**config.mk**
```make
export PLATFORM = sky130hd
export DESIGN_NAME = video_timing
export DESIGN_NICKNAME = d
export VERILOG_FILES = /design/src/gcu_pkg.sv /design/src/video_timing.sv
export VERILOG_INCLUDE_DIRS = /design/src /design/src/src
export SDC_FILE = /design/constraint.sdc
export NUM_CORES = 1
export LEC_CHECK = 0
export CORE_MARGIN = 5
export CORE_UTILIZATION = 30
export CTS_CLUSTER_SIZE = 16
export DETAILED_ROUTE_END_ITERATION = 16
export DONT_BUFFER_PORTS = 1
export GPL_TIMING_DRIVEN = 0
export MAX_ROUTING_LAYER = met4
export SYNTH_ARGS = -nofsm -noshare
export SYNTH_HDL_FRONTEND = slang
export SYNTH_SLANG_ARGS = --single-unit
export TNS_END_PERCENT = 50
```
**constraint.sdc**
```tcl
create_clock -name CLK96 -period 4.2 [get_ports CLK96]
set_clock_uncertainty 0.1 [all_clocks]
set_input_delay 0.84 -clock CLK96 [delete_from_list [all_inputs] [get_ports CLK96]]
set_output_delay 0.84 -clock CLK96 [all_outputs]
set_load 0.03 [all_outputs]
```
**src/gcu_macros.svh**
```systemverilog
`ifndef GCU_MACROS_SVH
`define GCU_MACROS_SVH

// bus and memory widths
`define GCU_DATA_W   16
`define GCU_VADDR_W  13
`define GCU_PTR_W    16

// beam counters from the video timing chain
`define GCU_BEAM_W   9

// register select keeps bit 7 and the low nibble
`define GCU_REG_MASK 8'h8F

// selections that acknowledge the vertical interrupt
`define GCU_REG_IRQ_ACK_A 8'h0E
`define GCU_REG_IRQ_ACK_B 8'h0F
`define GCU_REG_IRQ_ACK_C 8'h8F

// line where vint falls
`define GCU_VINT_LINE 230

// one x and one y per layer
`define GCU_NUM_SCROLL 8

`endif
```
**src/gcu_pkg.sv**
```systemverilog
`include "gcu_macros.svh"

package gcu_pkg;

    typedef logic [`GCU_DATA_W-1:0]  word_t;
    typedef logic [`GCU_VADDR_W-1:0] vaddr_t;
    typedef logic [`GCU_BEAM_W-1:0]  beam_t;

    // control register number after masking
    typedef logic [7:0] reg_sel_t;

    // index order is bg x, bg y, fg x, fg y, text x, text y, sprite x, sprite y
    typedef word_t [`GCU_NUM_SCROLL-1:0] scroll_bank_t;

    // one level per cpu operation, only one is high at a time
    typedef struct packed {
        logic select_reg;
        logic write_reg;
        logic set_ram_ptr;
        logic write_ram;
        logic read_ram_h;
        logic read_ram_l;
    } host_op_t;

endpackage

```
**src/video_timing.sv**
```systemverilog
`include "gcu_macros.svh"

module video_timing (
    input  logic            CLK96,
    input  logic            RESET96,
    input  gcu_pkg::beam_t  h,
    input  gcu_pkg::beam_t  v,
    input  gcu_pkg::beam_t  hs_start,
    input  gcu_pkg::beam_t  hs_end,
    input  gcu_pkg::beam_t  vs_start,
    input  gcu_pkg::beam_t  vs_end,
    input  logic            irq_ack_sel,
    output logic            hsync,
    output logic            vsync,
    output logic            fblank,
    output logic            vint
);

    // open interval on h, closed on v
    assign hsync  = !((h > hs_start) && (h < hs_end));
    assign vsync  = !((v >= vs_start) && (v <= vs_end));
    assign fblank = hsync && vsync;

    // active low, the acknowledge beats the line match
    always_ff @(posedge CLK96 or posedge RESET96) begin
        if (RESET96) begin
            vint <= 1'b1;
        end else if (irq_ack_sel) begin
            vint <= 1'b1;
        end else if (v == gcu_pkg::beam_t'(`GCU_VINT_LINE)) begin
            vint <= 1'b0;
        end
    end

endmodule

```
-- Word level (Yosys, flattened, before mapping)
Index checks and enable logic that the tools add are counted.
- multiply operators: 0
- eq/ne operators: 1
- bitwise gates (word level): 0
- $lt $le $gt $ge: 4
- shifts and indexed selects: 0
- divide/modulo/power cells: 0
- muxes and demuxes: 2
- reductions and logical operators: 6
- $add $sub $neg: 0
- operators by type and width (kind ; count):
    equality test 9 x 8 -> 1 bit (second input constant) ; 1
    >= comparator 9 bit ; 1
    > comparator 9 bit ; 1
    <= comparator 9 bit ; 1
    < comparator 9 bit ; 1
    logical AND 1 bit ; 3
    logical NOT 1 bit ; 2
    two-way mux 1 bit ; 2
    nonzero test 2 bit ; 1
- bits in read-only memories: 0
- RAM bits: 0
- memories: 0
- latch bits: 0
- word-level logic and storage cells: 14
- register bits after elaboration: 1

-- Depth between registers and ports, before layout
- depth after elaboration: 4
- gate-level depth with buffers: 7

-- Worst setup path before layout
No wires, ideal clock.
- kind: input -> output
- from: input vs_end[7]
- to: output fblank
- slack: 0.963 ns
- required time: 3.260 ns
- arrival: 2.297 ns
- buffers on the path: 0
- stages on the path: 7
- cell sequence: inv_1 ha_1 and4_4 nand4_2 o221ai_1 o22ai_1 a32oi_1
- cells in the longest elaborated chain, start to end: 4
- ends and longest elaborated chain (element ; line ; RTL):
    from (decl) ; video_timing.sv:11 ; input gcu_pkg::beam_t vs_end,
    <= comparator 9 bit ; video_timing.sv:21 ; assign vsync = !((v >= vs_start) && (v <= vs_end));
    logical AND 1 bit ; video_timing.sv:21 ;
    logical NOT 1 bit ; video_timing.sv:21 ;
    logical AND 1 bit ; video_timing.sv:22 ; assign fblank = hsync && vsync;
    to (decl) ; video_timing.sv:15 ; output logic fblank,
No other way between the ends.

-- Worst setup path in the final report
Same ends and word-level chain as after synthesis.

==> results.toml <==
[power]
powerDensity_nw_per_um2 = 94.5
ir_worst_vdd_v = 0.0000508
cellLeakagePower_uw = 0.000617
power_uw = 94.3

[sta]
worst_pin_slew_ns = 0.794
setup_violations = 0
fin_crit_sh_pct = 80.7
slew_headroom_pct = 57.4
fmax_mhz = 295
period_minus_slack_ns = 3.39
finalMaxSlewViolations = 0
tns_ns = 0
hold_viol_final = 0
grt_setup_unrepaired = "no"

[clock_tree]
hold_buffers = 0
postCtsResizedCells = 0
path_clk_slew_ns = 0
insertion_delay_ns = 0
post-cts-setup-buffers = 0

[global_route]
grt_util_all_layers_pct = 10.1
grt_pass1_vias = 931
grt-ovfl-total = 0
antenna_found_initial = 0
grt_pass1_wl_um = 3660
grt_max_degree = 4

[place]
dpl.cell_count = 172
io_buffers = 0
hpwl_um = 2220
place_congestion = 0.742
place_area_um2 = 997

[worst_setup_path]
r2r_start = "vint"
r2r-end = "vint"
endpoint_kind = "output pin"
critPathKind = "in2out"
crit_end = "fblank"
crit_required_ns = 3.26
r2r_cells = 1
slowest_stage = "a32oi_1"
startpoint = "vs_end[7]"
reg2reg_slack_ns = 3.30
arrival_ns = 2.45
cp_cell_sequence = "inv_1, ha_1, and4_4, nand4_2, o221ai_1, o22ai_1, a32oi_1"
slowest_delay_ns = 0.62
worst-path-max-fanout = 3
crit_path_start_kind = "input port"

[cells_and_area]
top_register = "vint"
multi_input_area_um2 = 777
drive_above_1_share_pct = 3.13
fillers = 338
stdcell_count = 172
seqCellArea_um2 = 26.3
diodes = 0
largest_registers = "vint x1"
layout_commonest_cell = "inv_1"
largest_register_ffs = 1
layout_common_cells = "inv_1, ha_1, a21oi_1"
fin_nets = 222
area_delta_synth_final_pct = 5.84
fin_area_um2 = 997

[floorplan]
dieArea_um2 = 4360
die_y_um = 66.0
io_pins = 61
row_count = 20
start_util_pct = 31.1
die_x_um = 66.0
coreArea_um2 = 3030

[flow_run]
drv_cap = 0

[synth]
yosysWarnings = 0
syn_area_um2 = 942
ys_seq_area_share_pct = 2.79
synth.ff_latch_count = 1
yosysUniqueCellTypes = 28
yosys-top-cells-area = "ha_1, inv_1, a21oi_1"
avgSynthCellArea_um2 = 7.36
yosys.area.top_type = "ha_1"
synth_nets = 220
syn_inst = 128
synth_top_area_share_pct = 46.5

[drt]
routed_wl_um = 2240
drc = 0
via_count = 866
ant_nets = 0
detail_route.vias_per_cell = 5.03
first_pass_iters = 2
wl_per_cell_um = 13.0
drtIter0Drc = 7

[status]
status = "completed"

[min_path]
min_path_type = "reg2reg"
per-stage QoR:
step | worst slack [ns] | hold WS (ns) | util [%]
final | 0.811 | 0.482 | 32.9
after global routing | 0.636 | 0.502 | 32.9
after CTS | 0.796 | 0.483 | 32.9
after detailed placement | 0.795 | 0.483 | 32.9
after global placement | 0.808 | 0.485 | 32.9
after floorplan | 0.963 | 0.471 | -
worst max-delay path, delay by kind of cell:
family / cells / cell delay (ns)
adders and majority gates: 1 / 0.30
and+or+nand+nor: 2 / 0.35
AOI/OAI and AO/OA: 3 / 0.93
buffers and inverters: 1 / 0.02
synthesized netlist by cell type:
library cell / instances
o21ai_1: 1
a21oi_1: 11
nor3b_1: 1
dfstp_2: 1
nor2_1: 4
o41ai_1: 1
and4b_1: 1
a21boi_1: 1
a41o_1: 1
nand4b_1: 1
and4_4: 1
and2_1: 1
o22ai_1: 1
nand2b_1: 1
ha_1: 35
inv_2: 1
a21o_1: 6
nand2_1: 5
nand4_1: 2
a32oi_1: 1
nand3_1: 4
a21boi_0: 1
nor2b_1: 2
o21ai_0: 4
inv_1: 36
o221ai_1: 1
o21a_1: 2
nand4_2: 1
kinds of logic (layout without fill, tap and decap cells):
family                     Yosys count  after routing  share of synthesized area (%)
and+or+nand+nor                     24             24                           15.0
adders and majority gates           35             35                           46.5
buffers and inverters               37             37                           14.7
AOI/OAI and AO/OA                   31             31                           21.0
DFF                                  1              1                           2.79
how the worst min path moves through the flow:
stage,cells past startpoint,endpoint,startpoint,slack (ns)
3_3_place_gp,1,vint,vint,0.48
6_report,1,vint,vint,0.48
3_5_place_dp,1,vint,vint,0.48
2_1_floorplan,1,vint,vint,0.47
5_1_grt,1,vint,vint,0.50
4_1_cts,1,vint,vint,0.48
area by class of cell:
class | count | area share (%)
inverters | 37 | 13.9
multi-input cells | 90 | 77.9
flip-flops and latches | 1 | 2.63
well taps | 44 | 5.52
layer usage:
metal / part of all wire [%] / global-route usage (%) / vias up
met2: 48 / 19.0 / 40
li1: - / - / 440
met5: 0 / - / -
met4: 0 / 0 / 0
met1: 44 / 12.3 / 386
met3: 8.7 / 1.19 / 0
report_power, final:
group	leakage (µW)	switching [µW]	total, µW	internal, µW
logic	0.000606	48.1	84.3	36.2
clock network	0	0	0	0
registers	0.0000105	0.0600	9.92	9.86
Power figures use the tool's default switching activity.
