## src/gcu_macros.svh

```systemverilog
`ifndef GCU_MACROS_SVH
`define GCU_MACROS_SVH

// bus and memory widths
`define GCU_DATA_W   16
`define GCU_VADDR_W  13
`define GCU_PTR_W    16

// beam counters from the video timing chain
`define GCU_BEAM_W   9

// register select keeps bit 7 and the low nibble
`define GCU_REG_MASK 8'h8F

// selections that acknowledge the vertical interrupt
`define GCU_REG_IRQ_ACK_A 8'h0E
`define GCU_REG_IRQ_ACK_B 8'h0F
`define GCU_REG_IRQ_ACK_C 8'h8F

// line where vint falls
`define GCU_VINT_LINE 230

// one x and one y per layer
`define GCU_NUM_SCROLL 8

`endif
```

## src/gcu_pkg.sv

```systemverilog
`include "gcu_macros.svh"

package gcu_pkg;

    typedef logic [`GCU_DATA_W-1:0]  word_t;
    typedef logic [`GCU_VADDR_W-1:0] vaddr_t;
    typedef logic [`GCU_BEAM_W-1:0]  beam_t;

    // control register number after masking
    typedef logic [7:0] reg_sel_t;

    // index order is bg x, bg y, fg x, fg y, text x, text y, sprite x, sprite y
    typedef word_t [`GCU_NUM_SCROLL-1:0] scroll_bank_t;

    // one level per cpu operation, only one is high at a time
    typedef struct packed {
        logic select_reg;
        logic write_reg;
        logic set_ram_ptr;
        logic write_ram;
        logic read_ram_h;
        logic read_ram_l;
    } host_op_t;

endpackage

```

## src/vram_port_if.sv

```systemverilog
interface vram_port_if (
    input logic CLK96
);

    logic            req;
    logic            we;
    gcu_pkg::vaddr_t addr;
    gcu_pkg::word_t  wdata;
    gcu_pkg::word_t  rdata;
    logic            rvalid;

    // full access, reads and writes
    modport requester (input CLK96, output req, we, addr, wdata, input rdata, rvalid);

    // read only client such as the tile renderer
    modport reader (input CLK96, output req, addr, input rdata, rvalid);

    modport arbiter (input CLK96, input req, we, addr, wdata, output rdata, rvalid);

    // memory side of the arbiter
    modport store (input CLK96, input req, we, addr, wdata, output rdata, rvalid);

endinterface

```

## src/host_bus_ctrl.sv

```systemverilog
`include "gcu_macros.svh"

module host_bus_ctrl (
    input  logic                CLK96,
    input  logic                RESET96,
    input  gcu_pkg::host_op_t   op,
    input  gcu_pkg::word_t      din,
    output gcu_pkg::word_t      dout,
    output logic                ack,
    vram_port_if.requester      cpu_port
);

    logic [`GCU_PTR_W-1:0] ram_ptr;
    gcu_pkg::host_op_t     last_op;
    gcu_pkg::vaddr_t       ptr_addr;
    logic                  busy;
    logic                  is_new;
    logic                  start_wr;
    logic                  start_rd;

    // only the low bits of the pointer reach the ram
    assign ptr_addr = gcu_pkg::vaddr_t'(ram_ptr);

    // an operation is served once, until the level changes
    assign is_new   = !busy && (op != last_op);
    assign start_wr = is_new && op.write_ram;
    assign start_rd = is_new && (op.read_ram_h || op.read_ram_l);

    always_ff @(posedge CLK96 or posedge RESET96) begin
        if (RESET96) begin
            busy         <= 1'b0;
            last_op      <= '0;
            ack          <= 1'b1;
            dout         <= '0;
            ram_ptr      <= '0;
            cpu_port.req <= 1'b0;
        end else if (busy) begin
            // hold the request until the arbiter answers
            if (cpu_port.rvalid) begin
                busy         <= 1'b0;
                ack          <= 1'b1;
                cpu_port.req <= 1'b0;
                if (cpu_port.we) begin
                    ram_ptr <= ram_ptr + 1'b1;
                end else begin
                    dout <= cpu_port.rdata;
                end
            end
        end else begin
            last_op <= op;
            if (is_new && op.set_ram_ptr) begin
                ram_ptr <= din;
            end
            if (start_wr || start_rd) begin
                busy         <= 1'b1;
                ack          <= 1'b0;
                cpu_port.req <= 1'b1;
            end
        end
    end

    // access fields, stable while req is up
    always_ff @(posedge CLK96) begin
        if (start_wr || start_rd) begin
            cpu_port.we    <= start_wr;
            cpu_port.wdata <= din;
            // read low looks one word ahead, wrapping in the 8K space
            if (start_rd && op.read_ram_l) begin
                cpu_port.addr <= ptr_addr + 1'b1;
            end else begin
                cpu_port.addr <= ptr_addr;
            end
        end
    end

endmodule

```

## src/flat_wrapper.sv

```systemverilog
// flat-port wrapper written by rule: the top's interface ports become plain ports
module host_bus_ctrl_flat 
  (CLK96, RESET96, op, din, dout, ack, cpu_port_req, cpu_port_we, cpu_port_addr, cpu_port_wdata, cpu_port_rdata, cpu_port_rvalid);
  vram_port_if cpu_port_i (.CLK96(CLK96));
  input  logic CLK96;
  input  logic RESET96;
  input  gcu_pkg::host_op_t op;
  input  gcu_pkg::word_t din;
  output gcu_pkg::word_t dout;
  output logic ack;
  output wire logic [$bits(cpu_port_i.req)-1:0] cpu_port_req;
  output wire logic [$bits(cpu_port_i.we)-1:0] cpu_port_we;
  output wire logic [$bits(cpu_port_i.addr)-1:0] cpu_port_addr;
  output wire logic [$bits(cpu_port_i.wdata)-1:0] cpu_port_wdata;
  input wire logic [$bits(cpu_port_i.rdata)-1:0] cpu_port_rdata;
  input wire logic [$bits(cpu_port_i.rvalid)-1:0] cpu_port_rvalid;
  assign cpu_port_req = cpu_port_i.req;
  assign cpu_port_we = cpu_port_i.we;
  assign cpu_port_addr = cpu_port_i.addr;
  assign cpu_port_wdata = cpu_port_i.wdata;
  assign cpu_port_i.rdata = cpu_port_rdata;
  assign cpu_port_i.rvalid = cpu_port_rvalid;
  host_bus_ctrl u_core (.CLK96(CLK96), .RESET96(RESET96), .op(op), .din(din), .dout(dout), .ack(ack), .cpu_port(cpu_port_i));
endmodule
```

## config.mk

```make
export PLATFORM = sky130hd
export DESIGN_NAME = host_bus_ctrl_flat
export DESIGN_NICKNAME = d
export VERILOG_FILES = /design/src/gcu_pkg.sv /design/src/vram_port_if.sv /design/src/host_bus_ctrl.sv /design/src/flat_wrapper.sv
export VERILOG_INCLUDE_DIRS = /design/src /design/src/src
export SDC_FILE = /design/constraint.sdc
export NUM_CORES = 1
export LEC_CHECK = 0
export ABC_AREA = 1
export BUFFER_PORTS_ARGS = -buffer_cell sky130_fd_sc_hd__buf_2
export CORE_MARGIN = 1
export CORE_UTILIZATION = 30
export CTS_CLUSTER_SIZE = 20
export DETAILED_ROUTE_END_ITERATION = 7
export PLACE_DENSITY = 0.57
export SLEW_MARGIN = 20
export SYNTH_ARGS = -nofsm -noshare
export SYNTH_HDL_FRONTEND = slang
export SYNTH_SLANG_ARGS = --single-unit
```

## constraint.sdc

```tcl
create_clock -name CLK96 -period 6.3 [get_ports CLK96]
set_clock_uncertainty 0.2 [all_clocks]
set_input_delay 1.26 -clock CLK96 [delete_from_list [all_inputs] [get_ports CLK96]]
set_output_delay 1.26 -clock CLK96 [all_outputs]
set_load 0.01 [all_outputs]
```

Word-level counts from Yosys, hierarchy flattened
Cells that the tools add are included.
- register bits after elaboration: 71
- input port bits: 41
- add/subtract/negate cells: 2
- equal/unequal tests: 3
- mux-type cells: 14
- bitwise operators: 1
- reduce and logical (&&, ||, !) cells: 13
- operators by type and width (operator ; count):
    two-way mux 16 bit ; 4
    adder 16 x 1 -> 16 bit, second input constant ; 1
    adder 13 x 1 -> 13 bit, second input constant ; 1
    two-way mux 13 bit ; 1
    two-way mux 1 bit ; 9
    != test 6 bit ; 1
    AND reduction 3 bit ; 2
    logical AND 1 bit ; 5
    nonzero test 2 bit ; 2
    logical OR 1 bit ; 2
    != test 2 x 1 -> 1 bit, second input constant ; 1
    != test 2 bit, second input constant ; 1
    AND reduction 2 bit ; 1
    logical NOT 1 bit ; 1
    NOT 1 bit ; 1

Logic depth before layout (Yosys ltp)
- word-level depth: 6
- mapped depth: 11

Least setup slack after synthesis
No wires, ideal clock.
- path kind: input -> register
- start point: input op[2] (netlist name)
- end point: register u_core.cpu_port.addr[0], enable pin
- setup time: 0.385 ns
- data arrival time: 2.374 ns
- required time: 5.715 ns
- path slack: 3.341 ns
- stages: 7
- path buffers: 0
- cell sequence: inv_1 -> nand2_1 -> nand2_1 -> nor2_1 -> nand3_2 -> o21ai_0 -> inv_1
- cells in the longest elaborated chain, start to end: 4
- RTL lines (element ; RTL line ; text):
    start, declared ; flat_wrapper.sv:7 ; input gcu_pkg::host_op_t op;
    != test 6 bit ; host_bus_ctrl.sv:25 ; assign is_new = !busy && (op != last_op);
    logical AND 1 bit ; host_bus_ctrl.sv:25 ;
    logical AND 1 bit, on equally long branches ; host_bus_ctrl.sv:26, host_bus_ctrl.sv:27 ;
    logical OR 1 bit * ; host_bus_ctrl.sv:64 ; if (start_wr || start_rd) begin
    end signal, assigned ; host_bus_ctrl.sv:69 ; cpu_port.addr <= ptr_addr + 1'b1;
    end signal, assigned ; host_bus_ctrl.sv:71 ; cpu_port.addr <= ptr_addr;
    end, declared ; vram_port_if.sv:13 ; modport requester (input CLK96, output req, we, addr, wdata, input rdata, rvalid);
Mark *: on every way between the ends. The rest lies on a longest branch, timed or not.
A chain may end at the register's enable or synchronous reset.

Final worst setup path
- start point: input op[0] (netlist name)
- end point: register u_core.cpu_port.addr[6], enable pin
The elaborated chain is that of the path after synthesis.

==> flow_metrics.tcl <==
set metrics [dict create \
    drive_gt1_frac 0.313 \
    reg2reg_depth 3 \
    p_switching_mw 0.755 \
    finalHoldViolations 0 \
    min_to "u_core.dout[9]" \
    first_pass_iters 5 \
    cts_sinks 68 \
    grt_max_degree 39 \
    hp-class "register to register" \
    placed_cells 539 \
    netlist_instances 327 \
    p_comb_frac 0.374 \
    vias 2464 \
    core.rowCount 37 \
    r2r_end "u_core.cpu_port.addr[6]" \
    root_buffer "clkbuf_8" \
    pwr-share-seq 0.427 \
    place.gp.congestion 0.750 \
    fin_crit_ns 2.76 \
    rsz0062_at_grt "false" \
    core_area_um2 10300 \
    grt_first_pass_wirelength_um 11600 \
    startpoint "op[0]" \
    antenna_found_initial 0 \
    multi_input_comb_area_um2 1150 \
    path_cells "buf_2, inv_1, nand2_1, nand2_1, nor2_1, nand3_2, o21ai_0, inv_2" \
    nets 456 \
    n_fill_cell 1040 \
    postRouteAntennaNets 0 \
    crit_family "buffers and inverters" \
    worst_setup_path_end_kind "register" \
    critPathLaunchType "primary input" \
    crit_fanout 30 \
    area_growth_pct 23.0 \
    drc_errors 0 \
    worstReg2RegStart "u_core.busy" \
    tightest_slew_ns 0.922 \
    sw_frac_of_total 0.381 \
    initialDrtViolationCount 136 \
    initial_core_util 0.309 \
    peakVddDrop_v 0.000161 \
    synth_edf_count 30 \
    reg2reg_slack_ns 3.68 \
    layoutNonFillerInstCount 555 \
    power.leakage_nw 1.95 \
    die_w_um 105 \
    maxCapViolCount 0 \
    worstSetupPathType "primary input to register" \
    ys_warn_count 0 \
    cts_tree "yes" \
    synth_common_cells "nand2_1 (120), dfrtp_1 (37), nand3_1 (33)" \
    port_buffers 88 \
    clkTransAtPathRegs_ns 0.07 \
    total_power_mw 1.98 \
    netlist.area_leader.share 0.290 \
    cts_buffers 9 \
    place_ws_ns 2.78 \
    p_int_mw 1.23 \
    insertion_delay_ns 0.35 \
    outcome "finished clean" \
    synth.yosys.seq_area_share 0.581 \
    critPathRequiredTime_ns 6.08 \
    synth.distinct_cells 28 \
    cts_buffer_depth 2 \
    die_y_um 105 \
    maxSlewViolCount 0 \
    antennaDiodeCount 0 \
    grt_usage 0.136 \
    avgSynthCellArea_um2 9.75 \
    finalSetupViolCount 0 \
    place_area_um2 3710 \
    postCtsSetupRepairBufs 0 \
    ys_dominant_reg_cell "dfrtp_1" \
    async_flop_share 0.559 \
    maxSlewHeadroom 0.385 \
    cp_num_buf_inv 3 \
    final_area_um2 3920 \
    post-synth-top-count-cell "nand2_1" \
    grt_pass1_vias 2402 \
    fin_crit_sh 0.438 \
    hold_depth 1 \
    dp_hpwl_um 4850 \
    die_area_um2 11000 \
    hp-start "u_core.dout[9]" \
    critPathMaxStageDelay_ns 0.57 \
    fin_ws_ns 3.54 \
    synth_top_cells_by_area "dfrtp_1 (29%), edfxtp_1 (28%), nand2_1 (14%)" \
    avgViaCountPerCell 4.44 \
    overflow 0 \
    synth.ff_latch_count 68 \
    cp.arrival_ns 2.54 \
    ctsHoldBuffers 0 \
    wirelength_um 7080 \
    fin_tns_setup_ns 0 \
    max_freq_mhz 362 \
    cts_resized 0 \
    path_common_cell "nand2_1" \
    yosysTopAreaCell "dfrtp_1" \
    h-tree-depth 3 \
    slowest_stage "inv_2" \
    seq_area_um2 1850 \
    clkPwrFrac 0.199 \
    ios 89 \
    wl_per_cell_um 12.7 \
    netlist_area_um2 3190 \
    p_per_area_nw_per_um2 505 \
    synth_nets 369 \
]
-- routing by layer --
layer / GRT usage / routed length [um]
met1: 0.172 / 3380
met2: 0.219 / 3250
met3: 0.0343 / 338
met4: 0.0604 / 114
met5: 0 / 0
-- through the flow --
stage	hold WS, ns	util
2_1_floorplan	0.271	-
5_1_grt	0.319	0.380
4_1_cts	0.309	0.380
6_report	0.307	0.380
3_3_place_gp	0.287	0.359
3_5_place_dp	0.290	0.359
-- placed cells by master (no fill, tap or decap), drive strengths merged, types with 2 or more instances in the layout --
master,n
inv,24
nor2,15
clkinv,2
xor2,4
buf,89
nand4,5
clkinvlp,3
clkbuf,9
edfxtp,30
nand3,34
or2,3
nand2,123
mux2,16
bufinv,2
dfrtp,37
a21o,2
a21oi,3
o21bai,4
o21ai,12
-- logic make-up after synthesis --
group | Yosys count | synth area share
DFF | 68 | 0.581
buffers and inverters | 37 | 0.0596
AOI/OAI and AO/OA | 21 | 0.0377
and+or+nand+nor | 180 | 0.239
adders and majority gates | 1 | 0.00392
xor gates and xnor gates | 4 | 0.0110
muxes | 16 | 0.0683
-- power by group through the flow --
stage          registers, mW  clock network [mW]  logic (mW)
4_1_cts                0.850               0.403       0.752
5_1_grt                0.877               0.424       0.837
6_report               0.847               0.395       0.740
3_5_place_dp           0.856                   0       0.749
2_1_floorplan          0.881                   0       0.487
3_3_place_gp           0.851                   0       0.736
-- area by class of cell --
| class | count | share of cell area |
|---|---|---|
| clock buffer | 9 | 0.0316 |
| timing repair buffer | 89 | 0.114 |
| multi-input combinational | 222 | 0.292 |
| tap | 136 | 0.0434 |
| sequential | 68 | 0.472 |
| inverter | 24 | 0.0230 |
| clock inverter | 7 | 0.0233 |
-- flip-flops by register name, indices dropped and copies added, names as in the netlist --
| register | flops |
|---|---|
| u_core.cpu_port.req | 1 |
| u_core.busy | 1 |
| u_core.ram_ptr | 13 |
| u_core.last_op | 6 |
| u_core.cpu_port.we | 1 |
| u_core.cpu_port.wdata | 16 |
| u_core.dout | 16 |
| u_core.cpu_port.addr | 13 |
| u_core.ack | 1 |
-- how the worst max path moves through the flow --
stage                               end  slack, ns  depth (start not counted)
3_3_place_gp   u_core.cpu_port.addr[11]       2.90                          8
5_1_grt        u_core.cpu_port.addr[11]       3.38                          8
4_1_cts        u_core.cpu_port.addr[11]       3.13                          8
2_1_floorplan   u_core.cpu_port.addr[0]       3.34                          7
6_report        u_core.cpu_port.addr[6]       3.54                          8
3_5_place_dp   u_core.cpu_port.addr[11]       2.78                          8
No activity file was read; power rests on OpenSTA's default activity.
