--- config.mk ---
export PLATFORM = sky130hd
export DESIGN_NAME = vram_arbiter_flat
export DESIGN_NICKNAME = d
export VERILOG_FILES = /design/src/gcu_pkg.sv /design/src/vram_port_if.sv /design/src/vram_arbiter.sv /design/src/flat_wrapper.sv
export VERILOG_INCLUDE_DIRS = /design/src /design/src/src
export SDC_FILE = /design/constraint.sdc
export NUM_CORES = 1
export LEC_CHECK = 0
export ABC_CLOCK_PERIOD_IN_PS = 2800
export BUFFER_PORTS_ARGS = -buffer_cell sky130_fd_sc_hd__buf_4
export CORE_ASPECT_RATIO = 1.75
export CORE_MARGIN = 2
export CORE_UTILIZATION = 35
export CTS_CLUSTER_SIZE = 30
export DETAILED_ROUTE_END_ITERATION = 6
export PLACE_DENSITY_LB_ADDON = 0.15
export RECOVER_POWER = 25
export SYNTH_ARGS = -nofsm -noshare
export SYNTH_HDL_FRONTEND = slang
export SYNTH_SLANG_ARGS = --single-unit
export TNS_END_PERCENT = 20
--- constraint.sdc ---
create_clock -name CLK96 -period 2.8 [get_ports CLK96]
set_input_delay 0.14 -clock CLK96 [delete_from_list [all_inputs] [get_ports CLK96]]
set_output_delay 0.14 -clock CLK96 [all_outputs]
set_load 0.02 [all_outputs]
--- src/gcu_macros.svh ---
`ifndef GCU_MACROS_SVH
`define GCU_MACROS_SVH

// bus and memory widths
`define GCU_DATA_W   16
`define GCU_VADDR_W  13
`define GCU_PTR_W    16

// beam counters from the video timing chain
`define GCU_BEAM_W   9

// register select keeps bit 7 and the low nibble
`define GCU_REG_MASK 8'h8F

// selections that acknowledge the vertical interrupt
`define GCU_REG_IRQ_ACK_A 8'h0E
`define GCU_REG_IRQ_ACK_B 8'h0F
`define GCU_REG_IRQ_ACK_C 8'h8F

// line where vint falls
`define GCU_VINT_LINE 230

// one x and one y per layer
`define GCU_NUM_SCROLL 8

`endif
--- src/gcu_pkg.sv ---
`include "gcu_macros.svh"

package gcu_pkg;

    typedef logic [`GCU_DATA_W-1:0]  word_t;
    typedef logic [`GCU_VADDR_W-1:0] vaddr_t;
    typedef logic [`GCU_BEAM_W-1:0]  beam_t;

    // control register number after masking
    typedef logic [7:0] reg_sel_t;

    // index order is bg x, bg y, fg x, fg y, text x, text y, sprite x, sprite y
    typedef word_t [`GCU_NUM_SCROLL-1:0] scroll_bank_t;

    // one level per cpu operation, only one is high at a time
    typedef struct packed {
        logic select_reg;
        logic write_reg;
        logic set_ram_ptr;
        logic write_ram;
        logic read_ram_h;
        logic read_ram_l;
    } host_op_t;

endpackage

--- src/vram_port_if.sv ---
interface vram_port_if (
    input logic CLK96
);

    logic            req;
    logic            we;
    gcu_pkg::vaddr_t addr;
    gcu_pkg::word_t  wdata;
    gcu_pkg::word_t  rdata;
    logic            rvalid;

    // full access, reads and writes
    modport requester (input CLK96, output req, we, addr, wdata, input rdata, rvalid);

    // read only client such as the tile renderer
    modport reader (input CLK96, output req, addr, input rdata, rvalid);

    modport arbiter (input CLK96, input req, we, addr, wdata, output rdata, rvalid);

    // memory side of the arbiter
    modport store (input CLK96, input req, we, addr, wdata, output rdata, rvalid);

endinterface

--- src/vram_arbiter.sv ---
module vram_arbiter (
    input  logic           CLK96,
    input  logic           RESET96,
    vram_port_if.arbiter   cpu_port,
    vram_port_if.arbiter   rnd_port,
    vram_port_if.requester mem_port
);

    typedef enum logic [1:0] {
        ARB_IDLE,
        ARB_ISSUE,
        ARB_WAIT
    } arb_state_t;

    arb_state_t     state;
    logic           last_rnd;
    logic           pick_rnd;
    logic           ret_valid;
    gcu_pkg::word_t ret_data;

    // round robin where the renderer loses a tie if it won last time
    assign pick_rnd = rnd_port.req && (!cpu_port.req || !last_rnd);

    always_ff @(posedge CLK96 or posedge RESET96) begin
        if (RESET96) begin
            state        <= ARB_IDLE;
            last_rnd     <= 1'b0;
            ret_valid    <= 1'b0;
            mem_port.req <= 1'b0;
        end else begin
            case (state)
                ARB_IDLE: begin
                    if (cpu_port.req || rnd_port.req) begin
                        last_rnd     <= pick_rnd;
                        mem_port.req <= 1'b1;
                        state        <= ARB_ISSUE;
                    end
                end
                ARB_ISSUE: begin
                    mem_port.req <= 1'b0;
                    state        <= ARB_WAIT;
                end
                default: begin
                    // one cycle of rvalid before the owner updates req
                    if (ret_valid) begin
                        ret_valid <= 1'b0;
                        state     <= ARB_IDLE;
                    end else if (mem_port.rvalid) begin
                        ret_valid <= 1'b1;
                    end
                end
            endcase
        end
    end

    always_ff @(posedge CLK96) begin
        if (state == ARB_IDLE) begin
            // renderer never writes
            mem_port.we    <= !pick_rnd && cpu_port.we;
            mem_port.addr  <= pick_rnd ? rnd_port.addr : cpu_port.addr;
            mem_port.wdata <= cpu_port.wdata;
        end
        if (mem_port.rvalid) begin
            ret_data <= mem_port.rdata;
        end
    end

    // the last grant is also the owner of the access in flight
    assign cpu_port.rvalid = ret_valid && !last_rnd;
    assign rnd_port.rvalid = ret_valid && last_rnd;
    assign cpu_port.rdata  = ret_data;
    assign rnd_port.rdata  = ret_data;

endmodule

--- src/flat_wrapper.sv ---
// flat-port wrapper written by rule: the top's interface ports become plain ports
module vram_arbiter_flat 
  (CLK96, RESET96, cpu_port_req, cpu_port_we, cpu_port_addr, cpu_port_wdata, cpu_port_rdata, cpu_port_rvalid, rnd_port_req, rnd_port_we, rnd_port_addr, rnd_port_wdata, rnd_port_rdata, rnd_port_rvalid, mem_port_req, mem_port_we, mem_port_addr, mem_port_wdata, mem_port_rdata, mem_port_rvalid);
  vram_port_if cpu_port_i (.CLK96(CLK96));
  vram_port_if rnd_port_i (.CLK96(CLK96));
  vram_port_if mem_port_i (.CLK96(CLK96));
  input  logic CLK96;
  input  logic RESET96;
  input wire logic [$bits(cpu_port_i.req)-1:0] cpu_port_req;
  input wire logic [$bits(cpu_port_i.we)-1:0] cpu_port_we;
  input wire logic [$bits(cpu_port_i.addr)-1:0] cpu_port_addr;
  input wire logic [$bits(cpu_port_i.wdata)-1:0] cpu_port_wdata;
  output wire logic [$bits(cpu_port_i.rdata)-1:0] cpu_port_rdata;
  output wire logic [$bits(cpu_port_i.rvalid)-1:0] cpu_port_rvalid;
  input wire logic [$bits(rnd_port_i.req)-1:0] rnd_port_req;
  input wire logic [$bits(rnd_port_i.we)-1:0] rnd_port_we;
  input wire logic [$bits(rnd_port_i.addr)-1:0] rnd_port_addr;
  input wire logic [$bits(rnd_port_i.wdata)-1:0] rnd_port_wdata;
  output wire logic [$bits(rnd_port_i.rdata)-1:0] rnd_port_rdata;
  output wire logic [$bits(rnd_port_i.rvalid)-1:0] rnd_port_rvalid;
  output wire logic [$bits(mem_port_i.req)-1:0] mem_port_req;
  output wire logic [$bits(mem_port_i.we)-1:0] mem_port_we;
  output wire logic [$bits(mem_port_i.addr)-1:0] mem_port_addr;
  output wire logic [$bits(mem_port_i.wdata)-1:0] mem_port_wdata;
  input wire logic [$bits(mem_port_i.rdata)-1:0] mem_port_rdata;
  input wire logic [$bits(mem_port_i.rvalid)-1:0] mem_port_rvalid;
  assign cpu_port_i.req = cpu_port_req;
  assign cpu_port_i.we = cpu_port_we;
  assign cpu_port_i.addr = cpu_port_addr;
  assign cpu_port_i.wdata = cpu_port_wdata;
  assign cpu_port_rdata = cpu_port_i.rdata;
  assign cpu_port_rvalid = cpu_port_i.rvalid;
  assign rnd_port_i.req = rnd_port_req;
  assign rnd_port_i.we = rnd_port_we;
  assign rnd_port_i.addr = rnd_port_addr;
  assign rnd_port_i.wdata = rnd_port_wdata;
  assign rnd_port_rdata = rnd_port_i.rdata;
  assign rnd_port_rvalid = rnd_port_i.rvalid;
  assign mem_port_req = mem_port_i.req;
  assign mem_port_we = mem_port_i.we;
  assign mem_port_addr = mem_port_i.addr;
  assign mem_port_wdata = mem_port_i.wdata;
  assign mem_port_i.rdata = mem_port_rdata;
  assign mem_port_i.rvalid = mem_port_rvalid;
  vram_arbiter u_core (.CLK96(CLK96), .RESET96(RESET96), .cpu_port(cpu_port_i), .rnd_port(rnd_port_i), .mem_port(mem_port_i));
endmodule
# == Yosys cells after proc, flatten, opt, wreduce, memory -nomap -nowiden ==
# Cells that the tools add are included.
# word_totals
ram_bits,0
word_cells,34
regBits,51
out_inout_bits,65
rom_bits,0
latchBits,0
memories,0
input_bits,81
# classes
reduce_logical,16
div,0
magnitude_cmp,0
n_bitwise,0
mul,0
n_addsub,0
mux,8
eq_ne,2
shifts,0
# op_table
operator,count
13-bit 2-to-1 mux,1
2-bit AND reduction,3
1-bit logical AND,4
2-bit 2-to-1 mux,2
2-bit case mux with 2 select lines,1
1-bit logical NOT,3
1-bit 2-to-1 mux,3
3-bit nonzero test,1
"2-bit by 1-bit == test with 1-bit output, second input constant",1
2-bit logical NOT,1
1-bit logical OR,2
"2-bit by 1-bit inequality test with 1-bit output, second input constant",1
1-bit case mux with 2 select lines,1
2-bit nonzero test,1
2-bit OR reduction,1

# == Depth between registers and ports, before layout ==
# depth
depth_word,5
ltp_mapped,3
depth_no_buf,2

# == Worst setup path after synthesis ==
# OpenSTA, ideal clock, no wires.
# synth_timing
path_type,flip-flop to flip-flop
startpoint,reg u_core.state[1]
endpoint,"reg u_core.mem_port.addr[0], enable pin"
period_less_slack_ns,2.248
setup_ns,0.419
t_required_ns,2.381
path_buffers,1
stages_incl_launch_ff,3
arrival_ns,1.829
setup_slack_ns,0.552
cell_sequence,dfrtp_1 > clkbuf_1 > nor2_1
# synth_via
elab_chain_len,1
# synth_lines
item,line_no,rtl
from (decl),vram_arbiter.sv:15,arb_state_t state;
from (signal assigned),vram_arbiter.sv:26,state <= ARB_IDLE;
from (signal assigned),vram_arbiter.sv:36,state <= ARB_ISSUE;
from (signal assigned),vram_arbiter.sv:41,state <= ARB_WAIT;
2-bit logical NOT,vram_arbiter.sv:57,if (state == ARB_IDLE) begin
to (decl),vram_port_if.sv:13,"modport requester (input CLK96, output req, we, addr, wdata, input rdata, rvalid);"
# Every way passes these cells.
# A chain may end at the register's enable or synchronous reset.

# == Worst setup path after layout ==
# layout_timing
startpoint,reg u_core.last_rnd
endpoint,reg u_core.mem_port.addr[3] (data pin)
# layout_via
elab_chain_len,4
# layout_lines
item,line_no,rtl
from (decl),vram_arbiter.sv:16,logic last_rnd;
from (signal assigned),vram_arbiter.sv:34,last_rnd <= pick_rnd;
1-bit logical NOT,vram_arbiter.sv:22,assign pick_rnd = rnd_port.req && (!cpu_port.req || !last_rnd);
1-bit logical OR,vram_arbiter.sv:22,
1-bit logical AND,vram_arbiter.sv:22,
13-bit 2-to-1 mux,vram_arbiter.sv:60,mem_port.addr <= pick_rnd ? rnd_port.addr : cpu_port.addr;
# Every way passes these cells.

==> results <==
- The run finished with clean final reports.
- The critical path goes through a21boi_4 > mux2_2.
- In the final layout, the share of cells above drive strength 1 is 0.649.
- The worst hold path belongs to the class in -> reg.
- The floorplan step set the die height to 103 µm.
- The cell area after synthesis is 1940 µm².
- The number of buffers inserted during clock tree synthesis is 5.
- The worst setup path is captured at a register.
- The share of synthesized flip-flops with an asynchronous set or reset is 0.0980.
- The number of antenna violations at the first check in global routing is 0.
- The first global-routing pass estimated 6030 µm of wire.
- Measured in cells, the most critical reg-to-reg path has a length of 2.
- In this run, placement finished with an instance count of 285.
- The slew of the pin with the lowest slew margin is 888 ps.
- The count of final hold-check violations is 0.
- Across every metal layer, demand over resource in global routing totals 0.134.
- The number of placement rows is 35.
- The number of design rule violations left after detail routing is 0.
- Data arrives at the worst endpoint at 1670 ps.
- IR analysis of the VDD net gives a maximum drop of 0.481 mV.
- In this design, the stage delay of the slowest critical-path cell is 520 ps.
- The end-of-flow core utilization is 0.583.
- For the worst-skew pair, the clock arrives at the later sink with an insertion delay of 290 ps.
- The kind of cell adding the most delay to the critical path is compound AO/OA/AOI/OAI gates.
- The number of antenna cells inserted is 0.
- The number of buffers inserted by port buffering is 128.
- The timing-limited maximum frequency is 0.616 GHz.
- Entering global routing, the biggest net connects 32 pins.
- The count of maximum capacitance violations is 0.
- Of the post-synthesis cell area, the dominant cell type holds 0.711.
- The static leakage is 0.00135 µW.
- For this design the top-level I/O count stands at 146.
- TritonCTS built the clock tree.
- The initial utilization of the core area, before any placement, comes to 0.367.
- The detail-routed net length per standard cell is 14.0 µm.
- In this run, the number of DRC markers left after iteration 0 of detailed routing was 14.
- The final-report max-slew violation count came to 0.
- The number of synthesized flops with an enable pin is 46.
- Each instance of the synthesized netlist takes up on average 19.2 µm².
- The critical path in this run is classified as reg -> reg.
- For this run, the post-layout net count is 311.
- The combinational share of power is 0.331.
- The type of origin of the critical path is a register.
- The count of cells resized by post-cts repair is 0.
- The setup violation total in the final timing report is 0.
- The clock-pin slew of the registers on the worst-case setup and hold paths is 90 ps.
- After routing, the total negative slack on setup checks comes to 0 ps.
- Yosys printed 0 warnings.
- The wire-length estimate of the detail-placed layout is 3300 µm.
- The largest fanout of any net on the critical path is 14.
- The period utilization is 0.580.
- The worst hold margin is 37.8 ps.
- The primary flip-flop cell chosen by synthesis mapping is edfxtp_1.
- In the post-synthesis netlist, the biggest area contributors are edfxtp_1, mux2_4, dfrtp_1, buf_4, mux2_2.
- The worst register-to-register path has a setup slack of 1180 ps.
- The layout overhead on the synthesized area is 59.1%.
- The share of power burned in registers is 0.474.
- The residual antenna-violating net count after detailed routing is 0.
- No sink is reached through more buffers than the 2 on the longest clock path.
- The cell count after synthesis is 101.
- The root buffer selected by CTS is clkbuf_8.
- The overall routed net length is 4280 µm.
- The share of the Yosys chip area taken by registers is 0.775.
- The number of clock sinks seen by CTS is 51.
- Setup repair after global routing left no endpoint under its margin.
- The setup slack at placement is 1160 ps.
- The distinct cell type count after synthesis is 21.
- Among all stages on the critical path, the largest delay is contributed by a21boi_4.
- The total grt overflow is 0.
- The worst pin sits at a relative slew slack of 0.408.
- The ratio of total power to cell area is 809 nW/µm².
- The floorplan step defined a die boundary enclosing 6190 µm².
- The number of storage elements in the synthesis netlist is 51.
- The internal power summed over all cells is 1720 µW.
- Summing over every cut layer, the via total after detailed routing is 1,283.
- Counting instances, the worst hold path has a depth of 1.
- In this run the power spent charging and discharging nets is 784 µW.
- The area inside the core boundary is 5300 µm².
- The depth of the CTS H-tree is 2.
- The number of fill cells is 454.
- Counting buffers and inverters, the worst setup path is 2 cells deep.
- The clock network power share is 0.195.
- The pre-antenna-repair detailed-routing pass consisted of 4 iterations.
- The number of buffer and inverter stages on the critical path is 0.
- The number of nets in the synthesized netlist is 182.
- Of all cell types, the one taking the most synthesized area is edfxtp_1.
- For this run, the number of standard cells in the final layout without fillers is 305.
- The number of global-route vias before repair is 1,266.
- The detail-routed via count per cell is 4.21.
- Routability-driven placement finished with a final weighted congestion of 0.656.
- The floorplan step set the die width to 60.3 µm.
- The data required time of the worst path is 2840 ps.
- The minimum period implied by the final worst setup slack is 1620 ps.
- The worst setup margin is 1180 ps.
- The clock arrives with 10.5 ps of skew.
- The switching power as a share of total power is 0.313.
## worst reg2reg max path, stage by stage, from the launching register on
cell	delay, ps
dfrtp_1	450
a21boi_4	520
mux2_2	400
## per-layer routing
metal / routed length (µm) / share of wire / up-vias / track usage
met2: 2390 / 0.56 / 89 / 0.228
met4: 49 / 0.011 / 0 / 0.0564
met1: 1310 / 0.31 / 578 / 0.137
met3: 518 / 0.12 / 4 / 0.0627
li1: - / - / 612 / -
met5: 0 / 0 / - / 0
## cells in the mapped netlist (2+ instances only)
cell	n
edfxtp_1	46
nand2_1	2
mux2_2	4
buf_4	16
mux2_4	9
inv_1	3
a21oi_1	2
nor2_1	2
dfrtp_1	5
## layout by cell type (no fill, tap or decap)
cell           instances
buf_4                105
edfxtp_1              46
clkbuf_4              22
dlygate4sd3_1         12
mux2_4                 9
clkbuf_8               5
dfrtp_1                5
mux2_2                 4
inv_1                  3
clkbuf_1               3
nand2_1                2
a21oi_1                2
a21boi_4               1
and2b_2                1
nor2_1                 1
and2_1                 1
nor2_4                 1
nand3b_1               1
o21ai_0                1
nor3b_1                1
o32a_2                 1
o21bai_1               1
o22ai_1                1
nor2b_1                1
bufinv_16              1
## final cells by class
cell class	count	area [µm²]	area share
Clock buffer	7	76.3	0.0247
Inverter	3	11.3	0.00364
Timing Repair Buffer	140	1080	0.348
Tap cell	74	92.6	0.0299
Sequential cell	51	1510	0.487
Clock inverter	1	30.0	0.00971
Multi-Input combinational cell	29	298	0.0963
## per-stage QoR
stage               total power (µW)  instance area (µm²)
CTS                             2530                 2990
global route                    2640                 3090
global placement                2010                 2870
floorplan                       1640                 1940
detailed placement              2040                 2870
finish                          2500                 3090
## cells by family after synthesis
| family | after synthesis | synth area share |
|---|---|---|
| AOI/OAI and AO/OA | 7 | 0.0303 |
| DFF | 51 | 0.775 |
| buffers and inverters | 21 | 0.0753 |
| muxes | 13 | 0.0927 |
| and+or+nand+nor | 9 | 0.0264 |
## path summary, 6_finish.rpt
kind	from	to
setup / recovery	u_core.last_rnd	u_core.mem_port.addr[3]
hold / removal	mem_port_rdata[9]	u_core.cpu_port.rdata[9]
setup reg to reg	u_core.last_rnd	u_core.mem_port.addr[3]
hold reg to reg	u_core.mem_port.req	u_core.mem_port.req
max in group asynchronous	RESET96	u_core.state[1]
min in group asynchronous	RESET96	u_core.last_rnd
## power by group through the flow
stage | combinational, µW | sequential, µW | clock [µW]
after floorplan | 266 | 1380 | 0
after global placement | 820 | 1190 | 0
after detailed placement | 835 | 1200 | 0
after CTS | 836 | 1190 | 513
after global routing | 888 | 1210 | 536
final | 828 | 1180 | 489
## timing repair
item	4_1_cts	5_1_grt
hold buffers	1	11
setup buffers	0	0
hold endpoints to repair	5	11
## sequential cells by signal, summed over array words and instances, names as in the netlist
signal                 cells
u_core.cpu_port.rdata     16
u_core.mem_port.wdata     16
u_core.mem_port.addr      13
u_core.state               2
u_core.last_rnd            1
u_core.mem_port.req        1
u_core.mem_port.we         1
u_core.ret_valid           1
No activity file was read; power rests on OpenSTA's default activity.
