**config.mk**
```make
export PLATFORM = sky130hd
export DESIGN_NAME = scroll_reg_file
export DESIGN_NICKNAME = d
export VERILOG_FILES = /design/src/gcu_pkg.sv /design/src/scroll_reg_file.sv
export VERILOG_INCLUDE_DIRS = /design/src /design/src/src
export SDC_FILE = /design/constraint.sdc
export NUM_CORES = 1
export LEC_CHECK = 0
export ABC_AREA = 1
export BUFFER_PORTS_ARGS = -buffer_cell sky130_fd_sc_hd__buf_4
export CAP_MARGIN = 20
export CORE_ASPECT_RATIO = 0.75
export CORE_MARGIN = 3
export CORE_UTILIZATION = 35
export DETAILED_ROUTE_END_ITERATION = 16
export GPL_TIMING_DRIVEN = 0
export PLACE_DENSITY = 0.53
export SYNTH_ARGS = -nofsm -noshare
export SYNTH_HDL_FRONTEND = slang
export SYNTH_SLANG_ARGS = --single-unit
export TNS_END_PERCENT = 100
```
**constraint.sdc**
```tcl
create_clock -name CLK96 -period 10.4 [get_ports CLK96]
set_clock_uncertainty 0.15 [all_clocks]
set_input_delay 0.52 -clock CLK96 [delete_from_list [all_inputs] [get_ports CLK96]]
set_output_delay 0.52 -clock CLK96 [all_outputs]
set_load 0.01 [all_outputs]
```
**src/gcu_macros.svh**
```systemverilog
`ifndef GCU_MACROS_SVH
`define GCU_MACROS_SVH

// bus and memory widths
`define GCU_DATA_W   16
`define GCU_VADDR_W  13
`define GCU_PTR_W    16

// beam counters from the video timing chain
`define GCU_BEAM_W   9

// register select keeps bit 7 and the low nibble
`define GCU_REG_MASK 8'h8F

// selections that acknowledge the vertical interrupt
`define GCU_REG_IRQ_ACK_A 8'h0E
`define GCU_REG_IRQ_ACK_B 8'h0F
`define GCU_REG_IRQ_ACK_C 8'h8F

// line where vint falls
`define GCU_VINT_LINE 230

// one x and one y per layer
`define GCU_NUM_SCROLL 8

`endif
```
**src/gcu_pkg.sv**
```systemverilog
`include "gcu_macros.svh"

package gcu_pkg;

    typedef logic [`GCU_DATA_W-1:0]  word_t;
    typedef logic [`GCU_VADDR_W-1:0] vaddr_t;
    typedef logic [`GCU_BEAM_W-1:0]  beam_t;

    // control register number after masking
    typedef logic [7:0] reg_sel_t;

    // index order is bg x, bg y, fg x, fg y, text x, text y, sprite x, sprite y
    typedef word_t [`GCU_NUM_SCROLL-1:0] scroll_bank_t;

    // one level per cpu operation, only one is high at a time
    typedef struct packed {
        logic select_reg;
        logic write_reg;
        logic set_ram_ptr;
        logic write_ram;
        logic read_ram_h;
        logic read_ram_l;
    } host_op_t;

endpackage

```
**src/scroll_reg_file.sv**
```systemverilog
`include "gcu_macros.svh"

module scroll_reg_file (
    input  logic                  CLK96,
    input  logic                  RESET96,
    input  logic                  op_select_reg,
    input  logic                  op_write_reg,
    input  gcu_pkg::word_t        din,
    output gcu_pkg::scroll_bank_t scroll,
    output logic                  irq_ack_sel
);

    localparam int IDX_W = $clog2(`GCU_NUM_SCROLL);

    gcu_pkg::reg_sel_t reg_sel;
    logic [6:0]        reg_num;

    // bit 7 selects an alias of the same register
    assign reg_num = reg_sel[6:0];

    always_ff @(posedge CLK96 or posedge RESET96) begin
        if (RESET96) begin
            reg_sel <= '0;
            scroll  <= '0;
        end else if (op_select_reg) begin
            reg_sel <= din[7:0] & `GCU_REG_MASK;
        end else if (op_write_reg) begin
            // selections past the scroll bank are dropped
            if (reg_num < `GCU_NUM_SCROLL) begin
                scroll[reg_num[IDX_W-1:0]] <= din;
            end
        end
    end

    // level, stays up while an ack register is selected
    assign irq_ack_sel = (reg_sel == `GCU_REG_IRQ_ACK_A) ||
                         (reg_sel == `GCU_REG_IRQ_ACK_B) ||
                         (reg_sel == `GCU_REG_IRQ_ACK_C);

endmodule

```
# Word level (Yosys, flattened, before mapping)
# Index checks and enable logic that the tools add are counted.
[op_classes]
n_reduce_logical = 4
mux = 3
magnitude_cmp = 3
eq_ne = 3
bitwise = 1
[ops]
columns = ["op", "n"]
rows = [
  ["128-bit bitwise mux", 1],
  ["16-bit demux with 3-bit select", 1],
  ["16-bit two-way mux", 1],
  ["5-bit by 4-bit equality test with 1-bit output (second input constant)", 2],
  ["5-bit equality test (second input constant)", 1],
  ["3-bit by 4-bit less-than comparator with 1-bit output (second input constant)", 1],
  ["4-bit less-than comparator (second input constant)", 1],
  ["3-bit by 1-bit >= comparator with 1-bit output (second input constant)", 1],
  ["3-bit AND reduction", 1],
  ["1-bit logical OR", 2],
  ["1-bit logical AND", 1],
  ["1-bit inverter", 1],
]
[word_totals]
in_bits = 20
register_bits = 133

# Longest topological paths before layout
# Gate-level depths: netlist (run 1).
[logic_depth]
word_depth = 5
mapped_depth = 8
ltp_nobuf = 6

# Worst setup path after synthesis (run 1)
# OpenSTA, ideal clock, no wires.
[synth_timing]
kind = "input port to flip-flop"
startpoint = "input port op_select_reg"
endpoint = "register scroll[96] (netlist name)"
arrival_ns = 1.382
slack_ns = 8.752
path_buffers = 3
path_stages = 7
setup_time_ns = 0.117
cell_sequence = "buf_2 nor2_4 buf_4 nand2_2 buf_2 nand2_1 nand2_1"
[synth_via]
elab_chain_cells = 2
[synth_rtl]
columns = ["element", "line", "source"]
rows = [
  ["start: declaration", "scroll_reg_file.sv:6", "input logic op_select_reg,"],
  ["1-bit inverter (no source line)", "-", ""],
  ["3-bit AND reduction (no source line)", "-", ""],
  ["end signal: indexed assignment", "scroll_reg_file.sv:30", "scroll[reg_num[IDX_W-1:0]] <= din;"],
  ["end: declaration", "scroll_reg_file.sv:9", "output gcu_pkg::scroll_bank_t scroll,"],
]
# Every way passes these cells.
# A chain may end at the register's enable or synchronous reset.

# Worst setup path after layout (run 1)
[layout_timing]
startpoint = "register reg_sel[0]"
endpoint = "output port irq_ack_sel"
[layout_via]
elab_chain_cells = 3
elab_cells_between_ends = 5
classes_between = "eq/ne (3); reduce/logical (2)"
[layout_rtl]
columns = ["element", "line", "source"]
rows = [
  ["start: declaration", "scroll_reg_file.sv:15", "gcu_pkg::reg_sel_t reg_sel;"],
  ["start signal: assignment", "scroll_reg_file.sv:26", "reg_sel <= din[7:0] & `GCU_REG_MASK;"],
  ["5-bit by 4-bit equality test with 1-bit output (no source line)", "-", ""],
  ["1-bit logical OR", "scroll_reg_file.sv:36", "assign irq_ack_sel = (reg_sel == `GCU_REG_IRQ_ACK_A) ||"],
  ["1-bit logical OR (*)", "scroll_reg_file.sv:36", ""],
  ["end: declaration", "scroll_reg_file.sv:10", "output logic irq_ack_sel"],
]
# Mark *: on every way between the ends. The rest lies on a longest branch, timed or not.

==> results of run 1 <==
-- per-stage QoR --
step / hold slack (ns) / setup slack (ns)
after CTS: 0.271 / 8.24
after global routing: 0.298 / 8.21
after floorplan: 0.292 / 6.18
final: 0.289 / 8.28
after global placement: 0.307 / 4.65
after detailed placement: 0.311 / 8.42
-- Yosys cell counts --
cell type | number | area, um^2
a211oi_1 | 1 | 7.51
nor2_2 | 8 | 50.1
dfrtp_1 | 133 | 3330
inv_1 | 5 | 18.8
o21ai_0 | 2 | 10.0
nor2_1 | 6 | 22.5
nand2_2 | 4 | 25.0
buf_2 | 25 | 125
buf_4 | 4 | 30.0
clkbuf_2 | 2 | 10.0
nor2_4 | 1 | 11.3
nand2_1 | 306 | 1150
inv_2 | 2 | 7.51
nand3_1 | 98 | 490
clkbuf_1 | 13 | 48.8
-- registers in the layout, summed over array words and instances, names as in the netlist --
name,flops
reg_sel,5
scroll,128
-- logic make-up (layout without fill, tap and decap cells) --
group	after synthesis	after routing	synth area share (%)
and+or+nand+nor	423	423	32.8
DFF	133	133	62.4
buffers and inverters	51	216	4.50
AOI/OAI and AO/OA	3	3	0.328
-- path summary, 6_finish.rpt --
kind                                from           to  slack [ns]  depth (start not counted)
max                           reg_sel[0]  irq_ack_sel        8.28                          4
min                        op_select_reg   reg_sel[0]        0.29                          3
max reg2reg                   reg_sel[2]   scroll[40]        8.60                          7
min reg2reg                    scroll[2]    scroll[2]        0.32                          2
max in group asynchronous        RESET96  scroll[106]        8.79                          4
min in group asynchronous        RESET96   scroll[92]        0.49                          3
-- per-layer routing --
layer	up-vias	global-route usage [%]	part of all wire, %
li1	2217	-	-
met1	2272	31.2	48
met2	169	28.9	42
met3	16	7.33	9.4
met4	0	5.48	0.92
met5	-	0	0
-- power by group through the flow --
stage	registers, mW	clock network, mW	logic [mW]
floorplan	0.773	0	0.125
global placement	0.727	0	0.421
detailed placement	0.731	0	0.428
CTS	0.724	0.651	0.429
global route	0.740	0.677	0.468
finish	0.724	0.643	0.422
-- worst max-delay path: cells and delay by family (launching register included) --
kind | cells | cell delay (ns)
AO/OA/AOI/OAI | 1 | 0.29
flip-flops | 1 | 0.32
buffers and inverters | 3 | 0.43
-- final cells by class --
class / instances / area share (%)
Sequential cell: 133 / 45.9
Multi-Input combinational cell: 426 / 24.4
Timing Repair Buffer: 133 / 14.1
Clock buffer: 22 / 6.82
Tap cell: 200 / 3.45
Buffer: 44 / 2.95
Clock inverter: 10 / 1.97
Inverter: 7 / 0.432
==> results.cfg, run 1 <==
[die]
die_h_um = 113
die_area_mm2 = 0.0168
core_mm2 = 0.0147
initial_core_util_pct = 36.3
num_io_pins = 149
die_w_um = 149
row_count = 38

[synth]
syn_area_per_cell_um2 = 8.74
synth_fp_nets = 630
yosysUniqueCellTypes = 15
ys_seq_area_share_pct = 62.4
yosysWarnings = 0
ys_seq_elements = 133
synth_cells = 610
synthesis.area_mm2 = 0.00533

[clocking]
htreeDepth = 4
root_buffer = clkbuf_16
clk_pin_slew_ns = 0.06
clk-insertion-delay-late_ns = 0.41
cts_sinks = 133
post_cts_buffers = 0
clockBufferDepth = 2
ctsHoldBuffers = 1
cts_tree = built
cts-buffers-inserted = 17
cts_resized = 0

[outcome]
status = completed

[layout]
area_delta_synth_final_pct = 35.9
multiInputGateArea_mm2 = 0.00177
fin_nets = 782
final_cell_count_no_fill = 975
mostFrequentLayoutCell = nand2_1
drive_gt1_share_pct = 27.2
most-common-layout-cells = 306 x nand2_1, 135 x buf_4, 133 x dfrtp_1
fillers = 1427
antenna_cells = 0
seq_area_mm2 = 0.00333
fin_util_pct = 49.3
final_area_mm2 = 0.00725

[pwr]
powerDensity_mw_per_mm2 = 247
finalPower_mw = 1.79
switchingPower_mw = 0.536
vdd_drop_max_v = 0.000116
cellLeakagePower_nw = 4.04
seq_power_share_pct = 40.5
sw_frac_of_total_pct = 29.9
p_int_mw = 1.25
combPwrFrac_pct = 23.6
clockPowerShare_pct = 35.9

[detailed_routing]
viasPerCell = 4.79
drc = 0
drt-wirelength-per-cell_um = 17.4
routed-via-count = 4674
wl_mm = 17.0
detail-route-antenna-nets = 0
drt_first_pass_iters = 5
drt-initial-drc-count = 338

[place]
placed_cell_area_mm2 = 0.00660
gp_congestion = 0.843
io_buffers = 131
place_hpwl_mm = 11.5
place_inst = 942

[critical_path]
max_stage_delay_ns = 0.32
cp_slowest_cell = dfrtp_1
critPathLaunchType = flip-flop
critPathArrivalTime_ns = 1.45
path_cells = buf_4 -> inv_2 -> a211oi_1 -> buf_4
cpMostUsedCell = buf_4
critical_path_class = reg -> out
critPathCaptureType = output port
critPathRequiredTime_ns = 9.73
critPathMaxFanout = 8

[global_route]
antenna_found_initial = 0
overflow = 0
grt_usage_pct = 20.9
grt_pass1_vias = 4535
grt_start_max_net_pins = 100
grt_pass1_wl_mm = 26.5

[sta]
finalSetupTns_ns = 0
hold_violations = 0
layout_min_cycle_time_ns = 2.12
finalCritPeriodShare_pct = 20.4
relSlewSlack_pct = 40.3
rsz0062_at_grt = no
tightest_slew_ns = 0.895
finalMaxSlewViolations = 0
setup_violations = 0
fmaxAchievable_mhz = 472

[worst_hold_path]
min_path_type = in -> reg

[flow_run]
maxCapViolations = 0
Power figures use the tool's default switching activity.
==> run 2: changes to the inputs <==
--- a/config.mk
+++ b/config.mk
@@ -6,7 +6,7 @@
 export SDC_FILE = /design/constraint.sdc
 export NUM_CORES = 1
 export LEC_CHECK = 0
-export ABC_AREA = 1
+export ABC_AREA = 0
 export BUFFER_PORTS_ARGS = -buffer_cell sky130_fd_sc_hd__buf_4
 export CAP_MARGIN = 20
 export CORE_ASPECT_RATIO = 0.75
@@ -14,7 +14,7 @@
 export CORE_UTILIZATION = 35
 export DETAILED_ROUTE_END_ITERATION = 16
 export GPL_TIMING_DRIVEN = 0
-export PLACE_DENSITY = 0.53
+export PLACE_DENSITY = 0.54
 export SYNTH_ARGS = -nofsm -noshare
 export SYNTH_HDL_FRONTEND = slang
 export SYNTH_SLANG_ARGS = --single-unit
==> constraint.sdc (replaced) <==
create_clock -name CLK96 -period 2 [get_ports CLK96]
set_clock_uncertainty 0.15 [all_clocks]
set_input_delay 0.1 -clock CLK96 [delete_from_list [all_inputs] [get_ports CLK96]]
set_output_delay 0.1 -clock CLK96 [all_outputs]
set_load 0.01 [all_outputs]
==> run 2 against run 1 <==
Sequential power increased to 5.4 times the previous value. Largest cell class unchanged. Die area decreased by 5.6%. Via count decreased by 32%. Clock power increased to 4.8 times the previous value.
==> results.cfg, run 2 <==
[layout]
mostFrequentLayoutCell = buf_4
largest_reg_flops = 128
area_delta_synth_final_pct = 43.8
top_register = scroll
fillers = 1217
fin_nets = 504
top_regs = scroll (128), reg_sel (5)
antenna_cells = 0
drive_gt1_share_pct = 66.5
most-common-layout-cells = 157 x buf_4, 133 x dfrtp_1, 132 x mux2_2

[place]
gp_congestion = 0.712
io_buffers = 147
place_hpwl_mm = 8.73

[detailed_routing]
routed-via-count = 3176
wl_mm = 12.4
drt-wirelength-per-cell_um = 18.5
drc = 0
detail-route-antenna-nets = 0
drt-initial-drc-count = 48
viasPerCell = 4.74
drt_first_pass_iters = 4

[synth]
synth_compound_area_share_pct = 0.324
ys_seq_elements = 133
synthTopCellsByCount = 133 x dfrtp_1, 132 x mux2_2, 4 x buf_2, 4 x buf_4, 4 x nand2_1
yosys.area_share.simple_pct = 1.97
yosys-top-cells-area = dfrtp_1 66%, mux2_2 30%, buf_6 0.67%
synth-main-ff-cell = dfrtp_1
ys_seq_area_share_pct = 66.3
synth_top_family_by_area = multiplexers
yosysWarnings = 0
synth_top_area_share_pct = 66.3
synthesis.area_mm2 = 0.00502
synth_fp_nets = 314
synth.most_common_cell = dfrtp_1
yosysUniqueCellTypes = 15
synth_top_cell_by_area = dfrtp_1
synth_cells = 294
synth.area.mux_share_pct = 29.6
async_flop_share_pct = 100
synth-adder-area-share_pct = 0
synth-xor-area-share_pct = 0
syn_area_per_cell_um2 = 17.1
synth-edff-count = 0

[critical_path]
path_cells = and4bb_2 -> nand2_1 -> buf_4 -> mux2_2
path_buf_inv = 1
cp_top_family = simple AND/OR/NAND/NOR gates
critPathMaxFanout = 10
critPathLaunchType = flip-flop
critPathRequiredTime_ns = 2.13
critPathCaptureType = flip-flop
critical_path_class = reg -> reg
critPathArrivalTime_ns = 2.09
cp_slowest_cell = dfrtp_1
max_stage_delay_ns = 0.42

[global_route]
grt_usage_pct = 16.4
use_met2_pct = 24.1
grt_pass1_vias = 3292
grt_start_max_net_pins = 42
grt_use_met1_pct = 22.6
grt_use_met3_pct = 6.78
antenna_found_initial = 0
grt_busiest_layer = met2
overflow = 0
grt_pass1_wl_mm = 19.3

[clocking]
htreeDepth = 4
clk-insertion-delay-late_ns = 0.39
cts_tree = built
clockBufferDepth = 2
root_buffer = clkbuf_16
cts-buffers-inserted = 17
cts_sinks = 133
clk_pin_slew_ns = 0.06

[pwr]
powerDensity_mw_per_mm2 = 1340
p_int_mw = 7.06
sw_frac_of_total_pct = 26.8
seq_power_share_pct = 40.6
cellLeakagePower_nw = 3.59
combPwrFrac_pct = 27.2
vdd_drop_max_v = 0.000612
switchingPower_mw = 2.58
finalPower_mw = 9.65
clockPowerShare_pct = 32.2

[die]
die_w_um = 144
core_mm2 = 0.0139
die_h_um = 110
initial_core_util_pct = 36.2
row_count = 37
die_area_mm2 = 0.0158
num_io_pins = 149

[sta]
relSlewSlack_pct = 52.6
finalMaxSlewViolations = 0
setup_violations = 0
finalCritPeriodShare_pct = 98.1
layout_min_cycle_time_ns = 1.96
finalSetupTns_ns = 0
hold_violations = 0
tightest_slew_ns = 0.710
rsz0062_at_grt = yes
fmaxAchievable_mhz = 510

[outcome]
status = completed

[flow_run]
maxCapViolations = 0

[worst_hold_path]
min_path_type = in -> async
[run 2: changes by cell type in the layout (fill, tap and decap cells not counted), moves of 5 or more]
| cell | previous run | this run |
|---|---|---|
| clkbuf_1 | 13 | 2 |
| nand2_1 | 306 | 4 |
| buf_2 | 25 | 0 |
| nor2_2 | 8 | 0 |
| dlygate4sd3_1 | 1 | 19 |
| nand3_1 | 98 | 0 |
| nor2_1 | 6 | 1 |
| mux2_2 | 0 | 132 |
| buf_4 | 135 | 157 |
[run 2: stage by stage]
stage	cell area [um^2]	hold WS (ns)	worst slack (ns)	utilization, %	cells
detailed placement	6410	0.0963	-0.103	46.1	619
floorplan	5020	0.0668	0.0988	-	294
finish	7220	0.219	0.0389	52.0	670
global placement	6350	0.205	-0.744	45.7	616
global route	7220	0.273	-0.0499	52.0	670
CTS	7220	0.225	0.0138	52.0	670
[run 2: layer usage]
layer | part of all wire [%] | up-vias | wire, um
met1 | 47 | 1628 | 5790
met3 | 8.3 | 9 | 1020
met4 | 0.72 | 0 | 89
met5 | 0 | - | 0
met2 | 44 | 102 | 5490
li1 | - | 1437 | -
[run 2: final timing paths]
path	startpoint	end	slack [ns]	depth (start not counted)
hold / removal	RESET96	scroll[123]	0.22	3
max in group asynchronous	RESET96	scroll[52]	0.37	6
setup reg to reg	reg_sel[3]	scroll[82]	0.04	4
min in group CLK96	op_write_reg	scroll[13]	0.29	5
hold reg to reg	scroll[29]	scroll[29]	0.35	1
setup / recovery	reg_sel[3]	scroll[82]	0.04	4
[run 2: worst reg2reg max path: stages, from the launching register on]
cell and delay [ns]:
dfrtp_1 0.42, and4bb_2 0.30, nand2_1 0.32, buf_4 0.31, mux2_2 0.36
[run 2: final cells by class]
type,instances,area [um^2],share of cell area (%)
flip-flops and latches,133,3330,46.1
well taps,175,219,3.03
inverters,2,11.3,0.156
clock inverters,9,129,1.79
multi-input cells,148,1600,22.2
clock buffers,21,460,6.38
plain buffers,11,101,1.40
repair buffers,171,1370,19.0
[run 2: cells by family (layout without fill, tap and decap cells)]
| family | Yosys count | in the layout |
|---|---|---|
| flip-flops | 133 | 133 |
| AO/OA/AOI/OAI | 2 | 2 |
| buffers and inverters | 13 | 214 |
| multiplexers | 132 | 132 |
| AND/OR/NAND/NOR | 14 | 14 |
[run 2: repair_timing]
item                                   in CTS  in global routing
pin swaps                                   1                  1
buffers inserted                            2                  0
endpoints found under the hold margin     163                  0
cloned                                      0                  0
hold buffers                               19                  0
resized for setup                           5                  2
setup endpoints to repair                  50                 34
[run 2: power groups by stage]
stage	registers, mW	logic [mW]	clock network, mW
floorplan	4.27	0.758	0
global placement	3.92	2.59	0
detailed placement	3.96	2.64	0
CTS	3.92	2.68	3.18
global route	4.02	2.84	3.31
finish	3.91	2.63	3.11
